$ cat src/verilog/soc_ctrl_pkg.sv
// shared types for the system-control subsystem
// AXI-lite style bus structs, address map, response codes
// boot timing constants and the boot sequencer state type
package soc_ctrl_pkg;

  typedef logic [31:0] addr_t;
  typedef logic [31:0] data_t;
  typedef logic [1:0]  resp_t;
  typedef logic [3:0]  win_t;      // address bits 19 to 16
  typedef logic [15:0] reg_off_t;  // register offset inside a window

  localparam resp_t RESP_OKAY   = 2'd0;
  localparam resp_t RESP_DECERR = 2'd3;

  typedef struct packed {
    logic  awvalid;
    addr_t awaddr;
    logic  wvalid;
    data_t wdata;
    logic  bready;
    logic  arvalid;
    addr_t araddr;
    logic  rready;
  } s_axi_mosi_t;

  typedef struct packed {
    logic  awready;
    logic  wready;
    logic  bvalid;
    resp_t bresp;
    logic  arready;
    logic  rvalid;
    data_t rdata;
    resp_t rresp;
    logic  rlast;
  } s_axi_miso_t;

  // address map
  localparam win_t     RST_CTRL_WINDOW = 4'd0;
  localparam win_t     SCRATCH_WINDOW  = 4'd1;
  localparam reg_off_t REG_RST_VECTOR  = 16'h0000;
  localparam reg_off_t REG_SOFT_RST    = 16'h0004;
  localparam int       SCRATCH_WORDS   = 4;
  localparam int       SCRATCH_IDX_W   = $clog2(SCRATCH_WORDS);

  localparam data_t RST_VECTOR_DEFAULT = 32'h8000_0000;  // boot address after power-on
  localparam int    CORE_RST_HOLD      = 8;               // core reset length in cycles
  localparam int    HOLD_CNT_W         = $clog2(CORE_RST_HOLD);
  localparam data_t DECERR_DATA        = 32'hdead_beef;

  typedef enum logic {
    HOLD,
    RUN
  } boot_state_t;

endpackage

$ cat src/verilog/rst_ctrl.sv
// reset controller target on the AXI-lite bus
// holds the boot vector register and the soft-reset command register
`timescale 1ns/1ps

module rst_ctrl (
  input  logic                      clk,
  input  logic                      rd_rst_ff,
  input  soc_ctrl_pkg::s_axi_mosi_t axi_mosi,
  output soc_ctrl_pkg::s_axi_miso_t axi_miso,
  output soc_ctrl_pkg::data_t       rst_vector,
  output logic                      soft_rst_req
);
  import soc_ctrl_pkg::*;

  data_t    rst_vec_ff;
  logic     wr_pend_ff;
  reg_off_t wr_off_ff;
  logic     rd_pend_ff;
  reg_off_t rd_off_ff;
  logic     bvalid_ff;
  logic     soft_rst_ff;
  logic     aw_fire;
  logic     w_fire;
  logic     ar_fire;

  assign aw_fire = axi_mosi.awvalid;                // awready is always high
  assign w_fire  = axi_mosi.wvalid && wr_pend_ff;
  assign ar_fire = axi_mosi.arvalid;

  assign rst_vector   = rst_vec_ff;
  assign soft_rst_req = soft_rst_ff;  // lines up with the first bvalid cycle

  always_comb begin
    axi_miso         = '0;
    axi_miso.awready = 1'b1;
    axi_miso.wready  = wr_pend_ff;
    axi_miso.bvalid  = bvalid_ff;
    axi_miso.bresp   = RESP_OKAY;
    axi_miso.arready = 1'b1;
    axi_miso.rvalid  = rd_pend_ff;
    axi_miso.rlast   = rd_pend_ff;
    axi_miso.rresp   = RESP_OKAY;
    // soft-reset register and unknown offsets read back as zero
    if (rd_pend_ff && (rd_off_ff == REG_RST_VECTOR)) begin
      axi_miso.rdata = rst_vec_ff;
    end
  end

  always_ff @(posedge clk) begin
    if (rd_rst_ff) begin
      rst_vec_ff  <= RST_VECTOR_DEFAULT;
      wr_pend_ff  <= 1'b0;
      rd_pend_ff  <= 1'b0;
      bvalid_ff   <= 1'b0;
      soft_rst_ff <= 1'b0;
    end else begin
      if (w_fire) begin
        wr_pend_ff <= 1'b0;
      end
      if (aw_fire) begin
        wr_pend_ff <= 1'b1;
      end

      if (w_fire) begin
        bvalid_ff <= 1'b1;
      end else if (axi_mosi.bready) begin
        bvalid_ff <= 1'b0;
      end

      if (rd_pend_ff && axi_mosi.rready) begin
        rd_pend_ff <= 1'b0;
      end
      if (ar_fire) begin
        rd_pend_ff <= 1'b1;
      end

      if (w_fire && (wr_off_ff == REG_RST_VECTOR)) begin
        rst_vec_ff <= axi_mosi.wdata;
      end
      soft_rst_ff <= w_fire && (wr_off_ff == REG_SOFT_RST) && axi_mosi.wdata[0];
    end
  end

  // the offsets only matter while the matching pending flag is set
  always_ff @(posedge clk) begin
    if (aw_fire) begin
      wr_off_ff <= axi_mosi.awaddr[15:0];
    end
    if (ar_fire) begin
      rd_off_ff <= axi_mosi.araddr[15:0];
    end
  end

  // a soft-reset command must reach the sequencer as a single pulse
  soft_rst_pulse: assert property (@(posedge clk) disable iff (rd_rst_ff)
    soft_rst_req |=> !soft_rst_req);

endmodule

$ cat src/verilog/axi_periph_decode.sv
// peripheral address decoder for the AXI-lite master port
// steers one write and one read at a time by address window
// and answers unmapped windows with a decode error
`timescale 1ns/1ps

module axi_periph_decode (
  input  logic                      clk,
  input  logic                      rd_rst_ff,
  input  soc_ctrl_pkg::s_axi_mosi_t axi_mosi,
  output soc_ctrl_pkg::s_axi_miso_t axi_miso,
  output soc_ctrl_pkg::s_axi_mosi_t rst_mosi,
  input  soc_ctrl_pkg::s_axi_miso_t rst_miso,
  output soc_ctrl_pkg::s_axi_mosi_t scratch_mosi,
  input  soc_ctrl_pkg::s_axi_miso_t scratch_miso
);
  import soc_ctrl_pkg::*;

  logic        wr_open_ff;
  win_t        wr_win_ff;
  logic        rd_open_ff;
  win_t        rd_win_ff;
  logic        bvalid_ff;
  resp_t       bresp_ff;
  logic        rvalid_ff;
  data_t       rdata_ff;
  resp_t       rresp_ff;
  logic        rlast_ff;
  win_t        aw_win;
  win_t        ar_win;
  logic        aw_fire;
  logic        w_fire;
  logic        ar_fire;
  logic        ar_unmapped;
  logic        wr_sel_rst;
  logic        wr_sel_scr;
  logic        wr_unmapped;
  logic        rd_sel_rst;
  logic        rd_sel_scr;
  s_axi_miso_t wr_tgt;
  s_axi_miso_t rd_tgt;

  assign aw_win  = axi_mosi.awaddr[19:16];
  assign ar_win  = axi_mosi.araddr[19:16];
  assign aw_fire = axi_mosi.awvalid && !wr_open_ff;
  assign ar_fire = axi_mosi.arvalid && !rd_open_ff;
  assign w_fire  = axi_mosi.wvalid && axi_miso.wready;

  assign ar_unmapped = ar_fire && (ar_win != RST_CTRL_WINDOW) && (ar_win != SCRATCH_WINDOW);

  // the latched window picks the target for the rest of the transaction
  assign wr_sel_rst  = wr_open_ff && (wr_win_ff == RST_CTRL_WINDOW);
  assign wr_sel_scr  = wr_open_ff && (wr_win_ff == SCRATCH_WINDOW);
  assign wr_unmapped = wr_open_ff && !wr_sel_rst && !wr_sel_scr;
  assign rd_sel_rst  = rd_open_ff && (rd_win_ff == RST_CTRL_WINDOW);
  assign rd_sel_scr  = rd_open_ff && (rd_win_ff == SCRATCH_WINDOW);

  always_comb begin
    rst_mosi         = axi_mosi;
    rst_mosi.awvalid = aw_fire && (aw_win == RST_CTRL_WINDOW);
    rst_mosi.wvalid  = axi_mosi.wvalid && wr_sel_rst;
    rst_mosi.bready  = wr_sel_rst && !bvalid_ff;   // taken as soon as our register is free
    rst_mosi.arvalid = ar_fire && (ar_win == RST_CTRL_WINDOW);
    rst_mosi.rready  = rd_sel_rst && !rvalid_ff;

    scratch_mosi         = axi_mosi;
    scratch_mosi.awvalid = aw_fire && (aw_win == SCRATCH_WINDOW);
    scratch_mosi.wvalid  = axi_mosi.wvalid && wr_sel_scr;
    scratch_mosi.bready  = wr_sel_scr && !bvalid_ff;
    scratch_mosi.arvalid = ar_fire && (ar_win == SCRATCH_WINDOW);
    scratch_mosi.rready  = rd_sel_scr && !rvalid_ff;
  end

  always_comb begin
    wr_tgt = '0;
    rd_tgt = '0;
    if (wr_sel_rst) begin
      wr_tgt = rst_miso;
    end else if (wr_sel_scr) begin
      wr_tgt = scratch_miso;
    end
    if (rd_sel_rst) begin
      rd_tgt = rst_miso;
    end else if (rd_sel_scr) begin
      rd_tgt = scratch_miso;
    end
  end

  always_comb begin
    axi_miso         = '0;
    axi_miso.awready = !wr_open_ff;
    // an unmapped W is swallowed here until its error response is out
    axi_miso.wready  = wr_unmapped ? !bvalid_ff : wr_tgt.wready;
    axi_miso.bvalid  = bvalid_ff;
    axi_miso.bresp   = bresp_ff;
    axi_miso.arready = !rd_open_ff;
    axi_miso.rvalid  = rvalid_ff;
    axi_miso.rdata   = rdata_ff;
    axi_miso.rresp   = rresp_ff;
    axi_miso.rlast   = rlast_ff;
  end

  always_ff @(posedge clk) begin
    if (rd_rst_ff) begin
      wr_open_ff <= 1'b0;
      rd_open_ff <= 1'b0;
      bvalid_ff  <= 1'b0;
      rvalid_ff  <= 1'b0;
    end else begin
      if (aw_fire) begin
        wr_open_ff <= 1'b1;
      end else if (bvalid_ff && axi_mosi.bready) begin
        wr_open_ff <= 1'b0;
      end
      if (bvalid_ff) begin
        bvalid_ff <= !axi_mosi.bready;
      end else if ((wr_unmapped && w_fire) || wr_tgt.bvalid) begin
        bvalid_ff <= 1'b1;
      end

      if (ar_fire) begin
        rd_open_ff <= 1'b1;
      end else if (rvalid_ff && axi_mosi.rready) begin
        rd_open_ff <= 1'b0;
      end
      if (rvalid_ff) begin
        rvalid_ff <= !axi_mosi.rready;
      end else if (ar_unmapped || rd_tgt.rvalid) begin
        rvalid_ff <= 1'b1;
      end
    end
  end

  // window and response payload, held steady while the valid flags are up
  always_ff @(posedge clk) begin
    if (aw_fire) begin
      wr_win_ff <= aw_win;
    end
    if (ar_fire) begin
      rd_win_ff <= ar_win;
    end
    if (!bvalid_ff) begin
      bresp_ff <= wr_unmapped ? RESP_DECERR : wr_tgt.bresp;
    end
    if (!rvalid_ff) begin
      if (ar_unmapped) begin
        rdata_ff <= DECERR_DATA;
        rresp_ff <= RESP_DECERR;
        rlast_ff <= 1'b1;
      end else begin
        rdata_ff <= rd_tgt.rdata;
        rresp_ff <= rd_tgt.rresp;
        rlast_ff <= rd_tgt.rlast;
      end
    end
  end

  // a read response toward the master always belongs to an accepted AR
  rvalid_needs_open: assert property (@(posedge clk) disable iff (rd_rst_ff)
    $rose(axi_miso.rvalid) |-> rd_open_ff);

endmodule

$ cat src/verilog/scratch_regs.sv
// scratch word target on the AXI-lite bus
// four words that keep their value across a core soft reset
`timescale 1ns/1ps

module scratch_regs (
  input  logic                      clk,
  input  logic                      rd_rst_ff,
  input  soc_ctrl_pkg::s_axi_mosi_t axi_mosi,
  output soc_ctrl_pkg::s_axi_miso_t axi_miso
);
  import soc_ctrl_pkg::*;

  data_t                    words_ff [SCRATCH_WORDS];
  logic                     wr_pend_ff;
  logic [SCRATCH_IDX_W-1:0] wr_idx_ff;  // word select from address bits 3 to 2
  logic                     rd_pend_ff;
  logic [SCRATCH_IDX_W-1:0] rd_idx_ff;
  logic                     bvalid_ff;
  logic                     w_fire;

  assign w_fire = axi_mosi.wvalid && wr_pend_ff;

  always_comb begin
    axi_miso         = '0;
    axi_miso.awready = 1'b1;
    axi_miso.wready  = wr_pend_ff;
    axi_miso.bvalid  = bvalid_ff;
    axi_miso.bresp   = RESP_OKAY;
    axi_miso.arready = 1'b1;
    axi_miso.rvalid  = rd_pend_ff;
    axi_miso.rdata   = words_ff[rd_idx_ff];
    axi_miso.rresp   = RESP_OKAY;
    axi_miso.rlast   = rd_pend_ff;
  end

  always_ff @(posedge clk) begin
    if (rd_rst_ff) begin
      wr_pend_ff <= 1'b0;
      rd_pend_ff <= 1'b0;
      bvalid_ff  <= 1'b0;
      for (int i = 0; i < SCRATCH_WORDS; i++) begin
        words_ff[i] <= '0;
      end
    end else begin
      wr_pend_ff <= axi_mosi.awvalid || (wr_pend_ff && !w_fire);
      rd_pend_ff <= axi_mosi.arvalid || (rd_pend_ff && !axi_mosi.rready);
      if (w_fire) begin
        bvalid_ff             <= 1'b1;
        words_ff[wr_idx_ff]   <= axi_mosi.wdata;
      end else if (axi_mosi.bready) begin
        bvalid_ff <= 1'b0;
      end
    end
  end

  always_ff @(posedge clk) begin
    if (axi_mosi.awvalid) begin
      wr_idx_ff <= axi_mosi.awaddr[SCRATCH_IDX_W+1:2];
    end
    if (axi_mosi.arvalid) begin
      rd_idx_ff <= axi_mosi.araddr[SCRATCH_IDX_W+1:2];
    end
  end

endmodule

$ cat src/verilog/boot_seq.sv
// boot sequencer FSM
// holds the core in reset for a fixed count after power-on or soft reset
// and captures the boot address as the core leaves reset
`timescale 1ns/1ps

module boot_seq (
  input  logic                clk,
  input  logic                rd_rst_ff,
  input  logic                soft_rst_req,
  input  soc_ctrl_pkg::data_t rst_vector,
  output logic                core_rst,
  output soc_ctrl_pkg::addr_t boot_addr
);
  import soc_ctrl_pkg::*;

  boot_state_t           state_ff;
  logic [HOLD_CNT_W-1:0] hold_cnt_ff;
  logic                  hold_done;
  logic                  enter_run;

  assign hold_done = hold_cnt_ff == HOLD_CNT_W'(CORE_RST_HOLD - 1);
  assign enter_run = !rd_rst_ff && !soft_rst_req && (state_ff == HOLD) && hold_done;
  assign core_rst  = state_ff == HOLD;

  always_ff @(posedge clk) begin
    if (rd_rst_ff || soft_rst_req) begin  // a soft request restarts the count
      state_ff    <= HOLD;
      hold_cnt_ff <= '0;
    end else begin
      case (state_ff)
        HOLD: begin
          if (hold_done) begin
            state_ff <= RUN;
          end else begin
            hold_cnt_ff <= hold_cnt_ff + 1'b1;
          end
        end
        default: state_ff <= RUN;
      endcase
    end
  end

  // boot address stays frozen for the whole RUN period
  always_ff @(posedge clk) begin
    if (enter_run) begin
      boot_addr <= rst_vector;
    end
  end

  // a soft request keeps the core in reset for the full hold time
  soft_rst_hold: assert property (@(posedge clk) disable iff (rd_rst_ff)
    soft_rst_req |=> ((state_ff == HOLD) && core_rst) [*CORE_RST_HOLD]);

endmodule

$ cat src/verilog/soc_ctrl_top.sv
// system-control subsystem top
// decoder, reset controller, scratch words and boot sequencer
`timescale 1ns/1ps

module soc_ctrl_top (
  input  logic                      clk,
  input  logic                      rd_rst_ff,
  input  soc_ctrl_pkg::s_axi_mosi_t axi_mosi,
  output soc_ctrl_pkg::s_axi_miso_t axi_miso,
  output logic                      core_rst,
  output soc_ctrl_pkg::addr_t       boot_addr
);
  import soc_ctrl_pkg::*;

  s_axi_mosi_t rst_mosi;
  s_axi_miso_t rst_miso;
  s_axi_mosi_t scratch_mosi;
  s_axi_miso_t scratch_miso;
  data_t       rst_vector;
  logic        soft_rst_req;  // one-cycle pulse from the soft-reset register

  axi_periph_decode u_decode (
    .clk          (clk),
    .rd_rst_ff    (rd_rst_ff),
    .axi_mosi     (axi_mosi),
    .axi_miso     (axi_miso),
    .rst_mosi     (rst_mosi),
    .rst_miso     (rst_miso),
    .scratch_mosi (scratch_mosi),
    .scratch_miso (scratch_miso)
  );

  rst_ctrl u_rst_ctrl (
    .clk          (clk),
    .rd_rst_ff    (rd_rst_ff),
    .axi_mosi     (rst_mosi),
    .axi_miso     (rst_miso),
    .rst_vector   (rst_vector),
    .soft_rst_req (soft_rst_req)
  );

  scratch_regs u_scratch (
    .clk       (clk),
    .rd_rst_ff (rd_rst_ff),
    .axi_mosi  (scratch_mosi),
    .axi_miso  (scratch_miso)
  );

  boot_seq u_boot_seq (
    .clk          (clk),
    .rd_rst_ff    (rd_rst_ff),
    .soft_rst_req (soft_rst_req),
    .rst_vector   (rst_vector),
    .core_rst     (core_rst),
    .boot_addr    (boot_addr)
  );

endmodule

$ cat config.mk
export PLATFORM = sky130hd
export DESIGN_NAME = soc_ctrl_top
export DESIGN_NICKNAME = d
export VERILOG_FILES = /design/src/verilog/soc_ctrl_pkg.sv /design/src/verilog/rst_ctrl.sv /design/src/verilog/axi_periph_decode.sv /design/src/verilog/scratch_regs.sv /design/src/verilog/boot_seq.sv /design/src/verilog/soc_ctrl_top.sv
export SDC_FILE = /design/constraint.sdc
export NUM_CORES = 1
export LEC_CHECK = 0
export ABC_AREA = 1
export BUFFER_PORTS_ARGS = -buffer_cell sky130_fd_sc_hd__buf_4
export CAP_MARGIN = 30
export CORE_MARGIN = 1.5
export CORE_UTILIZATION = 30
export DETAILED_ROUTE_END_ITERATION = 10
export SLEW_MARGIN = 15
export SYNTH_ARGS = -nofsm -noshare
export SYNTH_HDL_FRONTEND = slang
export SYNTH_SLANG_ARGS = --single-unit
export TNS_END_PERCENT = 100
$ cat constraint.sdc
create_clock -name clk -period 4.4 [get_ports clk]
set_input_delay 0 -clock clk [delete_from_list [all_inputs] [get_ports clk]]
set_output_delay 0 -clock clk [all_outputs]
set_load 0.02 [all_outputs]
==> impl_metrics.toml <==
[outcome]
status = "completed"

[detailed_routing]
drtPass1Iterations = 5
wl_mm = 30.77
ant_nets = 0
wire_per_inst_um = 16.45
drt-initial-drc-count = 423
drc = 0
vias = 8483
vias_per_cell = 4.534

[power]
power.leakage_nw = 6.012
powerDensity_mw_per_mm2 = 400.0
vdd_drop_max_mv = 0.2979

[layout]
nets = 1433
syn_to_final_growth_pct = 29.80
fin_area_mm2 = 0.01542
layout-drive-gt1-share_pct = 19.36
antenna_cells = 0

[logic_synthesis]
ys_types = 30
syn-num-nets = 1214
syn_area_mm2 = 0.01188
syn_inst = 1109
synth-seq-cells = 288
seq_area_frac_synth_pct = 68.66
syn_avg_cell_area_um2 = 10.71
yosysWarnings = 0

[setup_path]
worstSetupStartpointType = "register"
cp.arrival_ns = 3.12
critPathCaptureType = "register"
cp_data_required_time_ns = 4.92
reg2reg_slack_ns = 1.79
critPathMaxFanout = 32
worstSetupPathType = "register to register"

[grt]
overflow = 0
grt_pass1_wl_mm = 47.50
grt_usage_pct = 14.97
grt_max_degree = 65
grt_antenna_before_repair = 0
grt_pass1_vias = 8559

[floorplan]
fp-row-count = 72
core_mm2 = 0.03883
fp.dieW_um = 202.0
dieHeight_um = 202.0
initial_core_util_pct = 30.60
dieArea_mm2 = 0.04081
ios = 178

[clocking]
cts.sinks = 288
cts.repair.resized = 0
cts_max_level = 1
cts.clk_slew.worst_paths_ns = 0.06
cts_buffers = 31
cts-root-buf = "clkbuf_16"
cts_max_path_buffers = 3
cts_tree = "done"
insertion_delay_ns = 0.57

[timing]
hold_viol_final = 0
skew_ns = 0.02073
fin_crit_sh_pct = 59.23
relSlewSlack_pct = 32.27
tightest_slew_ns = 1.014
finalSetupTns_ns = 0
finalCriticalPeriod_ns = 2.606
clock.fmax_ghz = 0.3837
rsz0062_at_grt = "false"
drv_slew = 0
finalSetupViolCount = 0

[placed_design]
dp_hpwl_mm = 18.33
io_buffers = 153
placed_cell_area_mm2 = 0.01361
place_congestion = 0.7085

[job]
drv_cap = 0

[min_path]
hp-class = "primary input to register"
-- per-stage QoR --
step           utilization (%)  hold slack (ns)  setup WS [ns]  std cells  total power [W]
3_3_place_gp             34.77           0.1786          1.836       1728         0.003575
5_1_grt                  39.72           0.1227          1.611       1871         0.006365
3_5_place_dp             35.05           0.1794          1.915       1733         0.003593
6_report                 39.72           0.1438          1.794       1871         0.006170
4_1_cts                  39.72           0.1131          1.768       1871         0.006222
2_1_floorplan                -          0.09887         0.7382       1109         0.003375
-- cell families (layout without fill, tap and decap cells) --
| kind of cell | count (synthesis) | count (layout) | share of synthesized area (%) |
|---|---|---|---|
| flops | 288 | 288 | 68.66 |
| fa+ha+maj | 2 | 2 | 0.2106 |
| buf+inv | 132 | 376 | 4.992 |
| simple gates | 613 | 613 | 22.37 |
| compound gates | 74 | 74 | 3.770 |
-- final timing paths --
kind	start	end	depth (start not counted)
setup / recovery	u_decode.wr_win_ff[3]$_DFFE_PP_	u_rst_ctrl.rst_vector[31]$_SDFFE_PP1P_	8
hold / removal	axi_mosi[81]	u_rst_ctrl.wr_off_ff[13]$_DFFE_PP_	2
setup reg to reg	u_decode.wr_win_ff[3]$_DFFE_PP_	u_rst_ctrl.rst_vector[31]$_SDFFE_PP1P_	8
hold reg to reg	u_scratch.rd_idx_ff[1]$_DFFE_PP_	register	2
-- cell usage after synthesis --
| library cell | number | area share, % |
|---|---|---|
| edfxtp_1 | 239 | 60 |
| nand2_1 | 235 | 7.4 |
| nor2_1 | 213 | 6.7 |
| nand3_1 | 113 | 4.8 |
| inv_1 | 65 | 2.1 |
| dfxtp_1 | 49 | 8.3 |
| o21ai_0 | 29 | 1.2 |
| o21bai_1 | 24 | 1.5 |
| clkbuf_1 | 22 | 0.70 |
| buf_2 | 21 | 0.88 |
| nor3_1 | 18 | 0.76 |
| nor3_2 | 17 | 1.4 |
| o22ai_1 | 10 | 0.53 |
| buf_4 | 9 | 0.57 |
| a21oi_1 | 8 | 0.34 |
| buf_1 | 8 | 0.25 |
| buf_6 | 5 | 0.47 |
| nand4_1 | 5 | 0.26 |
| nor2_4 | 4 | 0.38 |
| nand4_2 | 3 | 0.32 |
| ha_1 | 2 | 0.21 |
| inv_2 | 2 | 0.063 |
| nand2_2 | 1 | 0.053 |
| nand3_2 | 1 | 0.084 |
| nor2_2 | 1 | 0.053 |
| nor3b_1 | 1 | 0.063 |
| nor4_1 | 1 | 0.053 |
| o211ai_1 | 1 | 0.063 |
| o21a_1 | 1 | 0.063 |
| o21ai_1 | 1 | 0.042 |
-- placed cells by master, fill, tap and decap left out, types with 2 or more instances in the layout --
cell | synthesis | final
edfxtp_1 | 239 | 239
nand2_1 | 235 | 230
nor2_1 | 213 | 209
buf_4 | 9 | 167
nand3_1 | 113 | 112
dlygate4sd3_1 | 0 | 80
inv_1 | 65 | 64
dfxtp_1 | 49 | 48
clkbuf_16 | 0 | 31
o21ai_0 | 29 | 28
o21bai_1 | 24 | 24
nor3_2 | 17 | 18
nor3_1 | 18 | 17
o22ai_1 | 10 | 10
clkbuf_1 | 22 | 10
nor2_4 | 4 | 8
a21oi_1 | 8 | 8
nand2_2 | 1 | 6
clkbuf_8 | 0 | 6
clkinv_2 | 0 | 6
nand4_1 | 5 | 5
inv_2 | 2 | 3
nand4_2 | 3 | 3
buf_16 | 0 | 3
nand3_2 | 1 | 2
ha_1 | 2 | 2
inv_6 | 0 | 2
bufinv_16 | 0 | 2
-- worst max-delay path, cell delays in order (launching register included) --
cell	delay (ns)
edfxtp_1	0.41
nor2_4	0.20
nand2_2	0.09
nor2_4	0.12
nand3_2	0.16
nor2_4	0.79
nand2_1	0.12
nand3_1	0.12
dlygate4sd3_1	0.54
-- report_power, final --
part | internal, W | switching (W) | total [W]
logic | 0.000212 | 0.000282 | 0.000493
clock network | 0.00152 | 0.00107 | 0.00259
registers | 0.00306 | 0.0000342 | 0.00309
total | 0.00479 | 0.00138 | 0.00617
-- metal layers --
metal	global-route usage (%)	vias to the layer above	wire length, um
li1	-	4179	-
met1	18.71	4056	13300
met2	26.66	206	15270
met3	2.628	42	1605
met4	3.811	0	588
met5	0	-	0
-- timing repair --
| action | 4_1_cts | 5_1_grt |
|---|---|---|
| hold buffers | 80 | 0 |
| hold endpoints to repair | 248 | 0 |
| buffers inserted | 0 | 0 |
-- flip-flops by register name (all words and copies together) (netlist names), 2 cells and up, named ones only --
signal                  flops
u_decode.wr_win_ff          4
u_boot_seq.hold_cnt_ff      3
u_rst_ctrl.rst_vector      32
u_rst_ctrl.rd_off_ff       16
u_scratch.wr_idx_ff         2
u_rst_ctrl.wr_off_ff       16
u_scratch.words_ff        128
u_decode.rd_win_ff          4
u_scratch.rd_idx_ff         2
u_decode.rdata_ff          32
u_boot_seq.boot_addr       32
-- final cells by class --
class	instances	area, um2
flip-flops and latches	288	8159
clock inverters	11	116.4
repair buffers	251	2157
inverters	67	251.5
well taps	518	648.1
clock buffers	47	895.9
fillers	3712	23400
multi-input cells	689	3194
No activity file was read; power rests on OpenSTA's default activity.
